**src/st_link_pkg.sv**
```systemverilog
/* Stream link shared definitions */

package st_link_pkg;

  //////////////////////////////
  // Beat payload
  //////////////////////////////

  // Reduced user stream widths
  localparam int TDATA_W = 64;
  localparam int TKEEP_W = 8;
  localparam int TUSER_W = 4;

  // One user beat as it travels through the link
  // MSB first: tuser, tkeep, tdata
  typedef struct packed {
    logic [TUSER_W-1:0] tuser;
    logic [TKEEP_W-1:0] tkeep;
    logic [TDATA_W-1:0] tdata;
  } st_beat_t;

  //////////////////////////////
  // PHY lane layout
  //////////////////////////////

  // Raw PHY word per lane
  localparam int LANE_W = 40;

  // Beat bits per lane, two lanes hold 76 bits
  localparam int SLICE_W = 38;

  // Control bit positions in the lane words
  localparam int MRK_BIT = 39;
  localparam int STB_BIT = 38;
  localparam int PUSH_BIT = 38;

  // Returned credit count, bits 1:0 of rx_phy0
  localparam int CRED_RET_W = 2;

endpackage

```
**src/link_tx_if.sv**
```systemverilog
/* Transmitter to lane mapper link */

interface link_tx_if;

  import st_link_pkg::*;

  // Beat registered on pop
  st_beat_t beat;

  // One-cycle pulse per transmitted beat
  logic push;

  // Credit handed back by the far end
  logic [CRED_RET_W-1:0] cred_ret;

  // Remote side online, cred_ret only counts while high
  logic cred_vld;

  // Credit-counting transmitter side
  modport xmit (
    output beat,
    output push,
    input  cred_ret,
    input  cred_vld
  );

  // PHY lane side
  modport lane (
    input  beat,
    input  push,
    output cred_ret,
    output cred_vld
  );

endinterface

```
**src/link_auto_sync.sv**
```systemverilog
/* Online delay and strobe generator */

module link_auto_sync #(
  parameter int DELAY_W = 16
) (
  input  logic               clk_wr,
  input  logic               rst_n,

  // Raw online levels
  input  logic               tx_online,
  input  logic               rx_online,

  // Delay settings in cycles
  input  logic [DELAY_W-1:0] delay_x_value,
  input  logic [DELAY_W-1:0] delay_y_value,
  input  logic [DELAY_W-1:0] delay_z_value,

  input  logic [1:0]         tx_mrk_userbit,

  output logic               tx_online_delay,
  output logic               rx_online_delay,
  output logic               stb,
  output logic [1:0]         mrk
);

  //////////////////////////////
  // Online delay counters
  //////////////////////////////

  // Entry 0 is the local side, entry 1 the remote side
  logic [1:0]         dly_src;
  logic [DELAY_W-1:0] dly_lim [2];
  logic [DELAY_W-1:0] dly_cnt [2];
  logic [1:0]         dly_lvl;
  logic [DELAY_W-1:0] per_cnt;

  // Remote delay waits for the local side too
  assign dly_src[0] = tx_online;
  assign dly_src[1] = rx_online & tx_online_delay;
  assign dly_lim[0] = delay_x_value;
  assign dly_lim[1] = delay_y_value;

  // Saturating count while the source holds
  // Level drops one cycle after the source
  always_ff @(posedge clk_wr or negedge rst_n) begin
    if (!rst_n) begin
      dly_cnt[0] <= '0;
      dly_cnt[1] <= '0;
      dly_lvl    <= '0;
    end else begin
      for (int i = 0; i < 2; i++) begin
        if (!dly_src[i]) begin
          dly_cnt[i] <= '0;
          dly_lvl[i] <= 1'b0;
        end else if (dly_cnt[i] >= dly_lim[i]) begin
          dly_lvl[i] <= 1'b1;
        end else begin
          dly_cnt[i] <= dly_cnt[i] + 1'b1;
        end
      end
    end
  end

  assign tx_online_delay = dly_lvl[0];
  assign rx_online_delay = dly_lvl[1];

  //////////////////////////////
  // Strobe and markers
  //////////////////////////////

  // Period counter, reloaded on every strobe
  // First pulse one full period after going online
  always_ff @(posedge clk_wr or negedge rst_n) begin
    if (!rst_n) begin
      per_cnt <= '0;
      stb     <= 1'b0;
    end else if (!tx_online_delay) begin
      per_cnt <= delay_z_value;
      stb     <= 1'b0;
    end else if (per_cnt <= DELAY_W'(1)) begin
      per_cnt <= delay_z_value;
      stb     <= 1'b1;
    end else begin
      per_cnt <= per_cnt - 1'b1;
      stb     <= 1'b0;
    end
  end

  // Markers pass through only while online
  always_ff @(posedge clk_wr or negedge rst_n) begin
    if (!rst_n) begin
      mrk <= '0;
    end else begin
      mrk <= tx_online_delay ? tx_mrk_userbit : 2'b00;
    end
  end

endmodule

```
**src/link_transmit.sv**
```systemverilog
/* Credit based beat transmitter */

module link_transmit #(
  parameter int CRED_W = 8
) (
  input  logic                  clk_wr,
  input  logic                  rst_n,

  // Delayed online levels
  input  logic                  tx_online_delay,
  input  logic                  rx_online_delay,

  // Credit granted at link up
  input  logic [CRED_W-1:0]     init_st_credit,

  // Beat from the input stage
  input  logic                  beat_valid,
  input  st_link_pkg::st_beat_t beat,
  output logic                  beat_pop,

  // Credit loaded, input stage may accept
  output logic                  link_up,

  link_tx_if.xmit               lnk
);

  import st_link_pkg::*;

  logic              up_now;
  logic              up_q;
  logic              up_rise;
  logic [CRED_W-1:0] credit;
  logic [CRED_W-1:0] cred_add;

  //////////////////////////////
  // Link state
  //////////////////////////////

  // Both sides online and delayed
  assign up_now  = tx_online_delay & rx_online_delay;
  assign up_rise = up_now & ~up_q;

  // Up from the cycle after the credit load
  assign link_up = up_now & up_q;

  //////////////////////////////
  // Credit counter
  //////////////////////////////

  // Returned credit only counts while remote is valid
  assign cred_add = lnk.cred_vld ? CRED_W'(lnk.cred_ret) : '0;

  // Pop needs a beat and at least one credit
  assign beat_pop = link_up & beat_valid & (credit != '0);

  always_ff @(posedge clk_wr or negedge rst_n) begin
    if (!rst_n) begin
      up_q   <= 1'b0;
      credit <= '0;
    end else begin
      up_q <= up_now;
      if (up_rise) begin
        credit <= init_st_credit;
      end else if (!up_now) begin
        credit <= '0;
      end else begin
        // Spend and refill in the same cycle
        credit <= credit - CRED_W'(beat_pop) + cred_add;
      end
    end
  end

  // Push pulse follows each pop
  always_ff @(posedge clk_wr or negedge rst_n) begin
    if (!rst_n) begin
      lnk.push <= 1'b0;
    end else begin
      lnk.push <= beat_pop;
    end
  end

  // Popped beat held for the lane mapper
  always_ff @(posedge clk_wr) begin
    if (beat_pop) begin
      lnk.beat <= beat;
    end
  end

endmodule

```
**src/phy_lane_map.sv**
```systemverilog
/* Two lane PHY word mapper */

module phy_lane_map (
  input  logic                            clk_wr,
  input  logic                            rst_n,

  // From the online sync block
  input  logic                            stb,
  input  logic [1:0]                      mrk,
  input  logic                            rx_online_delay,

  // Receive PHY word, carries returned credit
  input  logic [st_link_pkg::LANE_W-1:0]  rx_phy0,

  // Transmit PHY words
  output logic [st_link_pkg::LANE_W-1:0]  tx_phy0,
  output logic [st_link_pkg::LANE_W-1:0]  tx_phy1,

  link_tx_if.lane                         lnk
);

  import st_link_pkg::*;

  logic [LANE_W-1:0] lane0_d;
  logic [LANE_W-1:0] lane1_d;
  logic [2*SLICE_W-1:0] slices;

  //////////////////////////////
  // Transmit lanes
  //////////////////////////////

  // Payload only on push cycles
  assign slices = lnk.push ? lnk.beat : '0;

  // Lane 0: low slice, strobe, marker 0
  always_comb begin
    lane0_d = '0;
    lane0_d[SLICE_W-1:0] = slices[SLICE_W-1:0];
    lane0_d[STB_BIT] = stb;
    lane0_d[MRK_BIT] = mrk[0];
  end

  // Lane 1: high slice, push, marker 1
  always_comb begin
    lane1_d = '0;
    lane1_d[SLICE_W-1:0] = slices[2*SLICE_W-1:SLICE_W];
    lane1_d[PUSH_BIT] = lnk.push;
    lane1_d[MRK_BIT] = mrk[1];
  end

  always_ff @(posedge clk_wr or negedge rst_n) begin
    if (!rst_n) begin
      tx_phy0 <= '0;
      tx_phy1 <= '0;
    end else begin
      tx_phy0 <= lane0_d;
      tx_phy1 <= lane1_d;
    end
  end

  //////////////////////////////
  // Returned credit
  //////////////////////////////

  // Ignore the field while the far end is offline
  always_ff @(posedge clk_wr or negedge rst_n) begin
    if (!rst_n) begin
      lnk.cred_ret <= '0;
    end else begin
      lnk.cred_ret <= rx_online_delay ? rx_phy0[CRED_RET_W-1:0] : '0;
    end
  end

  assign lnk.cred_vld = rx_online_delay;

endmodule

```
**src/st_master_top.sv**
```systemverilog
/* Stream link master top */

module st_master_top #(
  parameter int CRED_W  = 8,
  parameter int DELAY_W = 16
) (
  input  logic                            clk_wr,
  input  logic                            rst_n,

  // Link control
  input  logic                            tx_online,
  input  logic                            rx_online,
  input  logic [CRED_W-1:0]               init_st_credit,
  input  logic [1:0]                      tx_mrk_userbit,
  input  logic [DELAY_W-1:0]              delay_x_value,
  input  logic [DELAY_W-1:0]              delay_y_value,
  input  logic [DELAY_W-1:0]              delay_z_value,

  // User stream
  input  logic [st_link_pkg::TDATA_W-1:0] user_tdata,
  input  logic [st_link_pkg::TKEEP_W-1:0] user_tkeep,
  input  logic [st_link_pkg::TUSER_W-1:0] user_tuser,
  input  logic                            user_tvalid,
  output logic                            user_tready,

  // PHY words, rx_phy1 unused by this master
  output logic [st_link_pkg::LANE_W-1:0]  tx_phy0,
  output logic [st_link_pkg::LANE_W-1:0]  tx_phy1,
  input  logic [st_link_pkg::LANE_W-1:0]  rx_phy0,
  input  logic [st_link_pkg::LANE_W-1:0]  rx_phy1
);

  import st_link_pkg::*;

  logic       tx_online_delay;
  logic       rx_online_delay;
  logic       stb;
  logic [1:0] mrk;
  logic       link_up;
  logic       beat_valid;
  logic       beat_pop;
  st_beat_t   beat;

  link_tx_if u_link_if ();

  //////////////////////////////
  // Input stage and sync
  //////////////////////////////

  stream_pack u_stream_pack (
    .clk_wr      (clk_wr),
    .rst_n       (rst_n),
    .link_up     (link_up),
    .user_tdata  (user_tdata),
    .user_tkeep  (user_tkeep),
    .user_tuser  (user_tuser),
    .user_tvalid (user_tvalid),
    .user_tready (user_tready),
    .beat_pop    (beat_pop),
    .beat_valid  (beat_valid),
    .beat        (beat)
  );

  link_auto_sync #(
    .DELAY_W (DELAY_W)
  ) u_auto_sync (
    .clk_wr          (clk_wr),
    .rst_n           (rst_n),
    .tx_online       (tx_online),
    .rx_online       (rx_online),
    .delay_x_value   (delay_x_value),
    .delay_y_value   (delay_y_value),
    .delay_z_value   (delay_z_value),
    .tx_mrk_userbit  (tx_mrk_userbit),
    .tx_online_delay (tx_online_delay),
    .rx_online_delay (rx_online_delay),
    .stb             (stb),
    .mrk             (mrk)
  );

  //////////////////////////////
  // Transmitter and lanes
  //////////////////////////////

  link_transmit #(
    .CRED_W (CRED_W)
  ) u_transmit (
    .clk_wr          (clk_wr),
    .rst_n           (rst_n),
    .tx_online_delay (tx_online_delay),
    .rx_online_delay (rx_online_delay),
    .init_st_credit  (init_st_credit),
    .beat_valid      (beat_valid),
    .beat            (beat),
    .beat_pop        (beat_pop),
    .link_up         (link_up),
    .lnk             (u_link_if.xmit)
  );

  phy_lane_map u_lane_map (
    .clk_wr          (clk_wr),
    .rst_n           (rst_n),
    .stb             (stb),
    .mrk             (mrk),
    .rx_online_delay (rx_online_delay),
    .rx_phy0         (rx_phy0),
    .tx_phy0         (tx_phy0),
    .tx_phy1         (tx_phy1),
    .lnk             (u_link_if.lane)
  );

endmodule

```
**src/stream_pack.sv**
```systemverilog
/* User stream input stage */

module stream_pack (
  input  logic                          clk_wr,
  input  logic                          rst_n,

  // Link has loaded its credit
  input  logic                          link_up,

  // User AXI-stream
  input  logic [st_link_pkg::TDATA_W-1:0] user_tdata,
  input  logic [st_link_pkg::TKEEP_W-1:0] user_tkeep,
  input  logic [st_link_pkg::TUSER_W-1:0] user_tuser,
  input  logic                          user_tvalid,
  output logic                          user_tready,

  // Held beat toward the transmitter
  input  logic                          beat_pop,
  output logic                          beat_valid,
  output st_link_pkg::st_beat_t         beat
);

  import st_link_pkg::*;

  logic accept;

  // Room when empty or draining this cycle
  // Nothing taken before the first link up
  assign user_tready = link_up & (~beat_valid | beat_pop);
  assign accept = user_tready & user_tvalid;

  // Occupancy flag
  always_ff @(posedge clk_wr or negedge rst_n) begin
    if (!rst_n) begin
      beat_valid <= 1'b0;
    end else if (accept) begin
      beat_valid <= 1'b1;
    end else if (beat_pop) begin
      beat_valid <= 1'b0;
    end
  end

  // Beat register, loaded only on accept
  always_ff @(posedge clk_wr) begin
    if (accept) begin
      beat.tuser <= user_tuser;
      beat.tkeep <= user_tkeep;
      beat.tdata <= user_tdata;
    end
  end

endmodule
```
**config.mk**
```make
export PLATFORM = sky130hd
export DESIGN_NAME = st_master_top
export DESIGN_NICKNAME = d
export VERILOG_FILES = /design/src/st_link_pkg.sv /design/src/link_tx_if.sv /design/src/link_auto_sync.sv /design/src/link_transmit.sv /design/src/phy_lane_map.sv /design/src/st_master_top.sv /design/src/stream_pack.sv
export SDC_FILE = /design/constraint.sdc
export NUM_CORES = 1
export LEC_CHECK = 0
export BUFFER_PORTS_ARGS = -buffer_cell sky130_fd_sc_hd__buf_2
export CORE_MARGIN = 2
export CORE_UTILIZATION = 33
export CTS_BUF_LIST = sky130_fd_sc_hd__clkbuf_8
export CTS_CLUSTER_DIAMETER = 100
export DETAILED_ROUTE_END_ITERATION = 10
export RECOVER_POWER = 50
export SLEW_MARGIN = 0
export SYNTH_ARGS = -nofsm -noshare
export SYNTH_HDL_FRONTEND = slang
export SYNTH_SLANG_ARGS = --single-unit
```
**constraint.sdc**
```tcl
create_clock -name clk_wr -period 7.05 [get_ports clk_wr]
set_input_delay 1.41 -clock clk_wr [delete_from_list [all_inputs] [get_ports clk_wr]]
set_output_delay 1.41 -clock clk_wr [all_outputs]
set_load 0.02 [all_outputs]
```
==> results.cfg <==
[placed_design]
io_buffer_count = 221
post-place-ws_ns = 3.33
gp_congestion = 0.753
dp.final_hpwl_mm = 15.1
placed_area_mm2 = 0.0130

[clock_tree]
ctsLongestPathBuffers = 3
clockRootBuffer = clkbuf_8
cts_tree = built
h-tree-depth = 2
cts_made_buffers = 50
ctsHoldBuffers = 0
cts_resized = 0
clock-sinks = 298
cts.clk_slew.worst_paths_ns = 0.06
clock_latency_ns = 0.57
cts_setup_buffers = 0

[route]
ant_nets = 0
dr.pass1.iters = 4
drt_iter0_markers = 273
drt-wirelength-per-cell_um = 14.6
vias = 6920
totalWireLength_mm = 22.8
post-route-drc-count = 0
vias_per_cell = 4.43

[cells_and_area]
final_cell_mix = buf_2 (220), edfxtp_1 (152), dfrtp_1 (146)
drive_gt1_share_pct = 28.1
design_area_mm2 = 0.0140
nNetsFinal = 1334
final_common_cell = buf_2
fillers = 3215
syn2layout_area_growth_pct = 23.1

[setup_path]
path_class = input port to async pin
cp.required_ns = 6.96
worst-path-max-fanout = 88
startpoint_type = input port
cpLargestDelayFamily = buffers and inverters
cp.arrival_ns = 4.51
cp_slowest_stage_delay_ns = 2.41
end_kind = async pin
cp_slowest_cell = clkbuf_1
path_cells = buf_6 > clkbuf_1
worst-path-buf-inv = 2

[yosys]
syn_area_per_cell_um2 = 14.1
netlist_instances = 808
synth_compound_gate_area_share_pct = 5.97
synth_ff_type = edfxtp_1
synth_top_cell_area_share_pct = 40.1
yosys.area_share.simple_pct = 12.0
yosysTopAreaCell = edfxtp_1
synth_cell_types = 46
synth_area_leaders = edfxtp_1 (40%), dfrtp_1 (32%), ha_1 (5.3%), and2_1 (4.6%), a21oi_1 (1.8%)
postSynthRegisterBits = 298
muxShareOfSynthArea_pct = 0.351
synth_warnings = 0
synth_area_mm2 = 0.0114
synth_edf_count = 152
postSynth.asyncResetShare_pct = 49.0
synth_top_family_by_area = simple AND/OR/NAND/NOR gates
synth_xor_area_share_pct = 1.46
synth_fa_ha_area_share_pct = 5.45
ys_seq_area_share_pct = 72.1
syn_nets = 1076

[power]
power.density_mw_per_mm2 = 245
leakage_nw = 6.23
ir_drop_mv = 0.163
power.total_w = 0.00343

[die]
rows = 68
start_util_pct = 33.2
die_x_um = 190
io-pin-count = 300
dieArea_mm2 = 0.0360
core_area_mm2 = 0.0343
die_y_um = 190

[sta]
tns_ns = 0
grt_setup_unrepaired = no
finalCritPeriodShare_pct = 65.2
setup_ws_ns = 2.45
worst_pin_slew_ns = 3.34
finalSetupViolations = 0
max_freq_mhz = 217
skew_ns = 0.0160
finalHoldViolations = 0
slew_headroom_pct = -123
min_period_ns = 4.60
maxSlewViolCount = 107
whs_ns = 0.337

[global_route]
grt_pass1_vias = 7180
gr-total-overflow = 0
grt_antenna_before_repair = 5
grt_pass1_wl_mm = 36.9
grt_start_max_net_pins = 89
track_usage_pct = 13.0

[hold_path]
hold_class = flop to flop

[outcome]
violations = max-capacitance violations, max-slew violations
status = finished with violations

[job]
drv_cap = 2
[worst paths after layout]
check                                        from                      end  slack (ns)  depth (start not counted)
max in group clk_wr        u_auto_sync.dly_lvl[0]              user_tready        3.17                          7
min                            u_auto_sync.mrk[0]   u_lane_map.tx_phy0[39]        0.34                          0
max reg2reg                u_auto_sync.dly_lvl[0]     u_transmit.credit[7]        3.68                         14
min reg2reg                    u_auto_sync.mrk[0]   u_lane_map.tx_phy0[39]        0.34                          0
min in group asynchronous                   rst_n  u_auto_sync.dly_cnt[27]        0.89                          1
max                                         rst_n    u_lane_map.tx_phy1[0]        2.45                          2
[state kept, by name, indices dropped and copies added (netlist names)]
| signal | count |
|---|---|
| u_lane_map.tx_phy0 | 40 |
| u_auto_sync.dly_lvl | 2 |
| u_auto_sync.dly_cnt | 32 |
| u_transmit.credit | 8 |
| u_transmit.up_q | 1 |
| u_stream_pack.beat_valid | 1 |
| u_auto_sync.stb | 1 |
| u_auto_sync.mrk | 2 |
| u_auto_sync.per_cnt | 16 |
| u_transmit.lnk.push | 1 |
| u_lane_map.lnk.cred_ret | 2 |
| u_lane_map.tx_phy1 | 40 |
| u_transmit.lnk.beat | 76 |
| u_stream_pack.beat | 76 |
[per-stage QoR]
step | instances | util (%)
2_1_floorplan | 808 | -
3_3_place_gp | 1469 | 38.0
3_5_place_dp | 1469 | 38.0
4_1_cts | 1560 | 40.9
5_1_grt | 1560 | 40.9
6_report | 1562 | 40.9
[power breakdown]
part | switching [W] | leakage (nW) | internal [W]
Sequential | 0.00000695 | 3.37 | 0.00183
Clock | 0.000698 | 0.570 | 0.000807
Combinational | 0.0000477 | 2.29 | 0.0000434
[final cells by class]
type	instances	area (um^2)	share of cell area (%)
antenna	2	5.00	0.0357
clock buffer	59	812	5.79
clock inverter	32	193	1.37
inverter	56	210	1.50
multi-input combinational	435	2880	20.6
sequential	298	8220	58.6
tap	455	569	4.06
timing repair buffer	225	1130	8.09
[kinds of logic after synthesis]
kind of cell    after synthesis
compound gates              115
xor+xnor                     19
fa+ha+maj                    49
buf+inv                      75
flops                       298
mux                           4
simple gates                248
[layer usage]
layer  GRT usage (%)  part of all wire [%]  vias up
met5               0                  0.18        -
met4            4.38                   2.2        6
met3            5.94                   9.9       49
met2            20.7                    47      198
met1            15.6                    41     3289
li1                -                     -     3378
[synthesized netlist by cell type (all sizes together) (7+ instances only)]
cell type / count
or4: 14
ha: 48
inv: 56
xor2: 7
o21ai: 39
o31ai: 9
clkbuf: 16
xnor2: 12
dfrtp: 146
or3: 16
nor2: 30
nor3: 8
edfxtp: 152
nand2: 52
a21oi: 42
and2: 84
nand3: 11
(Power assumes the default switching activity.)
